File: src/source/mipsPkg.sv
package mipsPkg;

  // ====================
  // instruction encodings
  // ====================

  // major opcodes, bits 31:26 of the word
  typedef enum logic [5:0] {
    opRType = 6'h00,
    opJ     = 6'h02,
    opJal   = 6'h03,
    opBeq   = 6'h04,
    opAddi  = 6'h08,
    opLw    = 6'h23,
    opSw    = 6'h2b
  } opcode_e;

  // r-type function field, bits 5:0
  // only meaningful when opcode is opRType
  typedef enum logic [5:0] {
    fnJr  = 6'h08,
    fnAdd = 6'h20,
    fnSub = 6'h22,
    fnAnd = 6'h24,
    fnOr  = 6'h25,
    fnSlt = 6'h2a
  } funct_e;

  // ====================
  // alu operations
  // ====================

  // aluNone is zero so an all-zero control word is a nop
  typedef enum logic [2:0] {
    aluNone = 3'd0,
    aluAdd  = 3'd1,
    aluSub  = 3'd2,
    aluAnd  = 3'd3,
    aluOr   = 3'd4,
    aluSlt  = 3'd5
  } aluOp_e;

  // ====================
  // buses
  // ====================

  // decoded control, one per instruction
  typedef struct packed {
    logic   regWrite;  // write-back enable
    logic   memWrite;  // store strobe
    logic   memToReg;  // write back load data
    logic   aluSrc;    // second operand is the immediate
    logic   regDst;    // destination from rd, else rt
    logic   branch;    // beq
    logic   jump;      // j and jal
    logic   link;      // jal, writes pc + 4 to r31
    logic   jumpReg;   // jr
    aluOp_e aluOp;
  } ctrl_t;

  // register write bus, committed at the rising edge
  typedef struct packed {
    logic        en;
    logic [4:0]  addr;
    logic [31:0] data;
  } wbInfo_t;

  // data memory request
  // addr is a byte address
  typedef struct packed {
    logic        write;
    logic [31:0] addr;
    logic [31:0] wdata;
  } dmemReq_t;

endpackage

File: src/source/alu.sv
`timescale 1ns/1ps

module alu import mipsPkg::*; (
  input  logic [31:0] a,
  input  logic [31:0] b,
  input  aluOp_e      op,
  output logic [31:0] result,
  output logic        zero
);

  // signed compare for slt
  logic lessThan;

  assign lessThan = $signed(a) < $signed(b);

  // ====================
  // operation select
  // ====================

  always_comb begin
    case (op)
      aluAdd:  result = a + b;
      aluSub:  result = a - b;
      aluAnd:  result = a & b;
      aluOr:   result = a | b;
      // one in bit 0 when a < b
      aluSlt:  result = {31'd0, lessThan};
      // aluNone and anything else
      default: result = '0;
    endcase
  end

  // flag for any op, beq only looks at it after aluSub
  assign zero = (result == '0);

endmodule

File: src/source/mipsDecoder.sv
`timescale 1ns/1ps

module mipsDecoder import mipsPkg::*; (
  input  logic [31:0] instr,
  output ctrl_t       ctrl
);

  // instruction fields used for decode
  opcode_e opcode;
  funct_e  funct;

  assign opcode = opcode_e'(instr[31:26]);
  assign funct  = funct_e'(instr[5:0]);

  // ====================
  // main and alu control
  // ====================

  always_comb begin
    // default is a nop
    ctrl       = '0;
    ctrl.aluOp = aluNone;

    case (opcode)
      opRType: begin
        // funct picks the alu operation
        case (funct)
          fnAdd: begin
            ctrl.regWrite = 1'b1;
            ctrl.regDst   = 1'b1;
            ctrl.aluOp    = aluAdd;
          end
          fnSub: begin
            ctrl.regWrite = 1'b1;
            ctrl.regDst   = 1'b1;
            ctrl.aluOp    = aluSub;
          end
          fnAnd: begin
            ctrl.regWrite = 1'b1;
            ctrl.regDst   = 1'b1;
            ctrl.aluOp    = aluAnd;
          end
          fnOr: begin
            ctrl.regWrite = 1'b1;
            ctrl.regDst   = 1'b1;
            ctrl.aluOp    = aluOr;
          end
          fnSlt: begin
            ctrl.regWrite = 1'b1;
            ctrl.regDst   = 1'b1;
            ctrl.aluOp    = aluSlt;
          end
          // jump to rs, nothing written
          fnJr:    ctrl.jumpReg = 1'b1;
          default: ctrl = '0;
        endcase
      end
      opAddi: begin
        ctrl.regWrite = 1'b1;
        ctrl.aluSrc   = 1'b1;
        ctrl.aluOp    = aluAdd;
      end
      opLw: begin
        // address = rs + imm, load data to rt
        ctrl.regWrite = 1'b1;
        ctrl.aluSrc   = 1'b1;
        ctrl.memToReg = 1'b1;
        ctrl.aluOp    = aluAdd;
      end
      opSw: begin
        ctrl.memWrite = 1'b1;
        ctrl.aluSrc   = 1'b1;
        ctrl.aluOp    = aluAdd;
      end
      opBeq: begin
        // equal when rs - rt is zero
        ctrl.branch = 1'b1;
        ctrl.aluOp  = aluSub;
      end
      opJ:   ctrl.jump = 1'b1;
      opJal: begin
        ctrl.jump     = 1'b1;
        ctrl.link     = 1'b1;
        ctrl.regWrite = 1'b1;
      end
      default: ctrl = '0;
    endcase
  end

endmodule

File: src/source/registerFile.sv
`timescale 1ns/1ps

module registerFile import mipsPkg::*; #(
  parameter int RegCount = 32
) (
  input  logic        clk,
  input  logic        rst,
  input  logic [4:0]  rsAddr,
  input  logic [4:0]  rtAddr,
  input  wbInfo_t     wb,
  output logic [31:0] rsData,
  output logic [31:0] rtData
);

  // index width, upper address bits dropped for small files
  localparam int AddrBits = $clog2(RegCount);

  logic [31:0]         regs [RegCount];
  logic [AddrBits-1:0] rsIdx;
  logic [AddrBits-1:0] rtIdx;
  logic [AddrBits-1:0] wbIdx;

  assign rsIdx = rsAddr[AddrBits-1:0];
  assign rtIdx = rtAddr[AddrBits-1:0];
  assign wbIdx = wb.addr[AddrBits-1:0];

  // ====================
  // write port
  // ====================

  // register 0 is never written, so it stays at its cleared value
  always_ff @(posedge clk or negedge rst) begin
    if (!rst) begin
      for (int i = 0; i < RegCount; i++) begin
        regs[i] <= '0;
      end
    end else if (wb.en && (wbIdx != '0)) begin
      regs[wbIdx] <= wb.data;
    end
  end

  // ====================
  // read ports
  // ====================

  // combinational, no bypass
  // new value shows up the cycle after the write
  assign rsData = regs[rsIdx];
  assign rtData = regs[rtIdx];

endmodule

File: src/source/executeUnit.sv
`timescale 1ns/1ps

module executeUnit import mipsPkg::*; #(
  parameter logic [31:0] ResetPc = 32'h0000_0000
) (
  input  logic        clk,
  input  logic        rst,
  input  ctrl_t       ctrl,
  input  logic [31:0] instr,
  input  logic [31:0] rsData,
  input  logic [31:0] rtData,
  input  logic [31:0] memReadData,
  output logic [31:0] pc,
  output wbInfo_t     wb,
  output dmemReq_t    dmem
);

  // link register for jal
  localparam logic [4:0] LinkReg = 5'd31;

  // instruction fields
  logic [4:0]  rtField;
  logic [4:0]  rdField;
  logic [15:0] immField;
  logic [25:0] targetField;

  // datapath
  logic [31:0] immExt;
  logic [31:0] aluB;
  logic [31:0] aluResult;
  logic        aluZero;
  logic [31:0] pcPlus4;
  logic [31:0] branchTarget;
  logic [31:0] jumpTarget;
  logic [31:0] nextPc;

  assign rtField     = instr[20:16];
  assign rdField     = instr[15:11];
  assign immField    = instr[15:0];
  assign targetField = instr[25:0];

  // ====================
  // operands and alu
  // ====================

  // sign extend the immediate
  assign immExt = {{16{immField[15]}}, immField};
  assign aluB   = ctrl.aluSrc ? immExt : rtData;

  alu i_alu (
    .a      (rsData),
    .b      (aluB),
    .op     (ctrl.aluOp),
    .result (aluResult),
    .zero   (aluZero)
  );

  // store request, address straight from the alu
  assign dmem.write = ctrl.memWrite;
  assign dmem.addr  = aluResult;
  assign dmem.wdata = rtData;

  // ====================
  // write-back
  // ====================

  assign wb.en = ctrl.regWrite;

  // destination, jal wins over regDst
  assign wb.addr = ctrl.link   ? LinkReg :
                   ctrl.regDst ? rdField : rtField;

  // jal links pc + 4, no delay slot
  assign wb.data = ctrl.link     ? pcPlus4     :
                   ctrl.memToReg ? memReadData : aluResult;

  // ====================
  // next pc
  // ====================

  assign pcPlus4      = pc + 32'd4;
  // word offset relative to pc + 4
  assign branchTarget = pcPlus4 + {immExt[29:0], 2'b00};
  // region bits from pc + 4
  assign jumpTarget   = {pcPlus4[31:28], targetField, 2'b00};

  // priority jr, j/jal, taken beq, sequential
  always_comb begin
    if (ctrl.jumpReg) begin
      nextPc = rsData;
    end else if (ctrl.jump) begin
      nextPc = jumpTarget;
    end else if (ctrl.branch && aluZero) begin
      nextPc = branchTarget;
    end else begin
      nextPc = pcPlus4;
    end
  end

  // one instruction per edge
  always_ff @(posedge clk or negedge rst) begin
    if (!rst) begin
      pc <= ResetPc;
    end else begin
      pc <= nextPc;
    end
  end

endmodule

File: src/source/mipsCore.sv
`timescale 1ns/1ps

module mipsCore import mipsPkg::*; #(
  parameter logic [31:0] ResetPc  = 32'h0000_0000,
  parameter int          RegCount = 32
) (
  input  logic        clk,
  input  logic        rst,
  // instruction memory, asynchronous read
  output logic [31:0] instrAddr,
  input  logic [31:0] instr,
  // data memory, asynchronous read
  output dmemReq_t    dmem,
  input  logic [31:0] memReadData,
  // register write bus
  output wbInfo_t     wb
);

  // ====================
  // internal wires
  // ====================

  ctrl_t       ctrl;
  logic [31:0] rsData;
  logic [31:0] rtData;

  // decode and register read run side by side on instr
  mipsDecoder i_decoder (
    .instr (instr),
    .ctrl  (ctrl)
  );

  // rs and rt fields straight from the word
  registerFile #(
    .RegCount (RegCount)
  ) i_regFile (
    .clk    (clk),
    .rst    (rst),
    .rsAddr (instr[25:21]),
    .rtAddr (instr[20:16]),
    .wb     (wb),
    .rsData (rsData),
    .rtData (rtData)
  );

  // combines control and operands
  // pc leaves as the fetch address
  executeUnit #(
    .ResetPc (ResetPc)
  ) i_execute (
    .clk         (clk),
    .rst         (rst),
    .ctrl        (ctrl),
    .instr       (instr),
    .rsData      (rsData),
    .rtData      (rtData),
    .memReadData (memReadData),
    .pc          (instrAddr),
    .wb          (wb),
    .dmem        (dmem)
  );

endmodule

File: config.mk
export PLATFORM = sky130hd
export DESIGN_NAME = mipsCore
export DESIGN_NICKNAME = d
export VERILOG_FILES = /design/src/source/mipsPkg.sv /design/src/source/alu.sv /design/src/source/mipsDecoder.sv /design/src/source/registerFile.sv /design/src/source/executeUnit.sv /design/src/source/mipsCore.sv
export SDC_FILE = /design/constraint.sdc
export NUM_CORES = 2
export LEC_CHECK = 0
export ABC_AREA = 1
export BUFFER_PORTS_ARGS = -buffer_cell sky130_fd_sc_hd__buf_2
export CORE_MARGIN = 10
export CORE_UTILIZATION = 45
export DETAILED_ROUTE_END_ITERATION = 6
export MAX_ROUTING_LAYER = met4
export PLACE_DENSITY = 0.63
export SYNTH_ARGS = -nofsm -noshare
export SYNTH_HDL_FRONTEND = slang
export SYNTH_SLANG_ARGS = --single-unit
File: constraint.sdc
create_clock -name clk -period 16.1 [get_ports clk]
set_input_delay 1.61 -clock clk [delete_from_list [all_inputs] [get_ports clk]]
set_output_delay 1.61 -clock clk [all_outputs]
set_load 0.05 [all_outputs]
==> flow_metrics.tcl <==
set metrics [dict create \
    ys_ff_latch 1056 \
    cp-start-kind "input pin" \
    die_area_um2 165000 \
    crit_family "buffers and inverters" \
    p_total_mw 7.65 \
    gp_congestion 1.06 \
    placed_area_um2 68400 \
    syn-instance-count 9636 \
    fin_area_um2 72600 \
    leakagePower_nw 32.6 \
    io_buffers 200 \
    htreeDepth 3 \
    yosys.area.top_type_share 0.395 \
    finalMaxSlewViolations 0 \
    rows 141 \
    antenna_found_initial 10 \
    crit_type "in2out" \
    skew_ns 0.0752 \
    nNetsFinal 9516 \
    grt_pass1_wl_mm 436 \
    worstSetupPathDepth 29 \
    clock-sinks 1056 \
    drt_iter0_markers 10000 \
    cts_buffer_depth 3 \
    numCtsBuffers 117 \
    synth_seq_area_share 0.395 \
    synth_largest_area_cell "dfrtp_1" \
    yosysUniqueCellTypes 63 \
    rsz0062_at_grt "no" \
    cts_root_buf "clkbuf_16" \
    dr.pass1.iters 6 \
    die_x_um 406 \
    fin_crit_sh 0.655 \
    p_per_area_nw_per_um2 105 \
    ys_async_sr_fraction 1.00 \
    tightestPinTransition_ns 1.42 \
    relSlewSlack 0.0480 \
    area_growth_syn_to_layout_pct 8.49 \
    synth_top_family_by_area "simple AND/OR/NAND/NOR gates" \
    max_freq_mhz 94.9 \
    yosys_warnings 0 \
    synth_area_leaders "dfrtp_1 39%, nand2_1 13%, o21ai_0 13%" \
    vias 70200 \
    cp.required_ns 14.49 \
    viasPerCell 6.18 \
    hold_path.class "reg2reg" \
    drtAntennaViolNets 0 \
    max_stage_delay_ns 0.81 \
    worst_slack_ns 5.56 \
    maxCapViolCount 0 \
    timing.critical_path.buf_inv 13 \
    cp_slowest_cell "buf_4" \
    grt_pass1_vias 65500 \
    post_cts_buffers 0 \
    synth_edf_count 0 \
    drc 0 \
    crit_path_max_fanout 228 \
    synth_fp_nets 9829 \
    synth_compound_area_frac 0.226 \
    pre_cts_slack_ns 5.98 \
    die_h_um 406 \
    final_common_cell "nand2_1" \
    path_clk_slew_ns 0.06 \
    fin_crit_ns 10.54 \
    holdWs_ns 0.400 \
    core_area_um2 148000 \
    totalWireLength_mm 296 \
    ir_worst_vdd_v 0.0000980 \
    grt_start_max_net_pins 229 \
    synthSimpleGateAreaFrac 0.259 \
    layout-drive-gt1-share 0.0868 \
    cts_tree "built" \
    min_delay_path_depth 0 \
    detail_route.wl_per_cell_um 26.1 \
    ioPinCount 201 \
    setup_violations 0 \
    critical_path_arrival_ns 8.93 \
    avgSynthCellArea_um2 6.95 \
    final.setup.tns_ns 0 \
    synth_ff_type "dfrtp_1" \
    cts-resized-gates 0 \
    dp_hpwl_mm 185 \
    synth_area_um2 66900 \
    layout_common_cells "2388 x nand2_1, 1786 x o21ai_0, 1056 x dfrtp_1" \
    synth_mux_area_frac 0.000168 \
    ff2ff_path_depth 27 \
    grt_use_total 0.359 \
    endpoint_kind "output pin" \
    status "finished clean" \
    fillers 14800 \
    start_util 0.453 \
    postCtsHoldBufs 0 \
    synth-xor-area-share 0.00615 \
    synthAdderAreaFrac 0.0241 \
    grt-ovfl-total 0 \
    hold_viol_final 0 \
    clk_latency_ns 0.79 \
]
[worst register-to-register path, cell delays in order, from the launching register on]
cell,delay (ns)
dfrtp_1,0.40
a21oi_1,0.17
o21ai_0,0.11
nand3_1,0.12
nand3_1,0.10
nand2_1,0.10
inv_1,0.04
o21ai_0,0.95
inv_1,0.26
ha_1,0.57
inv_1,0.17
a21oi_1,0.23
inv_1,0.07
a21oi_1,0.30
o21ai_0,0.14
inv_1,0.15
nand3_1,0.11
nand2_1,0.07
nor2_1,0.05
nor2_1,0.18
nand3_1,0.20
nor2_1,0.37
nand3_1,0.19
nor2_4,0.63
nand2_4,0.47
nand2_2,0.22
nand3_2,0.08
a21oi_2,0.14
[power breakdown]
group          switching, mW  total [mW]  internal [mW]
registers             0.0582        2.78           2.72
logic                   1.42        1.93          0.501
clock network           1.23        2.94           1.71
total                   2.71        7.65           4.94
[path summary, 6_finish.rpt]
path	from	to	slack [ns]
worst max-delay path	instr[21]	wb[19]	5.56
min in group asynchronous	rst	i_regFile.regs[430]	0.86
worst min register to register	i_regFile.regs[1004]	i_regFile.regs[1004]	0.40
worst min-delay path	i_regFile.regs[1004]	i_regFile.regs[1004]	0.40
worst max register to register	i_regFile.regs[775]	i_execute.pc[6]	9.40
max in group asynchronous	rst	i_execute.pc[23]	12.07
[kinds of logic (layout without fill, tap and decap cells)]
group | count (synthesis) | count (layout)
other | 0 | 6
multiplexers | 1 | 1
AND/OR/NAND/NOR | 4141 | 4141
AO/OA/AOI/OAI | 2799 | 2799
XOR/XNOR | 47 | 47
adder cells (fa/ha/maj) | 127 | 127
buffers and inverters | 1465 | 1253
flip-flops | 1056 | 1056
[area by class of cell]
type	count	area (um^2)	area share
flip-flops and latches	1056	26400	0.364
clock buffers	156	3340	0.0460
clock inverters	64	848	0.0117
diodes	6	15.0	0.000207
well taps	1930	2410	0.0333
inverters	671	2580	0.0355
repair buffers	362	2360	0.0325
multi-input cells	7115	34600	0.477
[synthesized netlist by cell type (36+ instances only)]
cell type,n
buf_2,72
nand3_1,769
o221ai_1,81
o22ai_1,52
o21ai_0,1788
inv_1,624
nor3_1,42
nand2_2,55
dfrtp_1,1056
nand4_1,36
o211ai_1,153
clkbuf_1,609
nand3_2,46
nand2_1,2392
ha_1,124
buf_1,48
nor2_1,742
a21oi_1,562
[registers in the layout, summed over array words and instances (netlist names)]
signal / count
i_regFile.regs: 1024
i_execute.pc: 32
[per-layer routing]
layer / routed length (um) / vias up / track usage
li1: - / 31400 / -
met1: 120000 / 33300 / 0.479
met2: 124000 / 4500 / 0.518
met3: 36000 / 906 / 0.0769
met4: 16100 / 0 / 0.170
met5: 0 / - / -
[through the flow]
step	util	instances
5_1_grt	0.491	11400
3_5_place_dp	0.463	11100
3_3_place_gp	0.463	11100
2_1_floorplan	-	9636
6_report	0.491	11400
4_1_cts	0.491	11400
(Power assumes the default switching activity.)
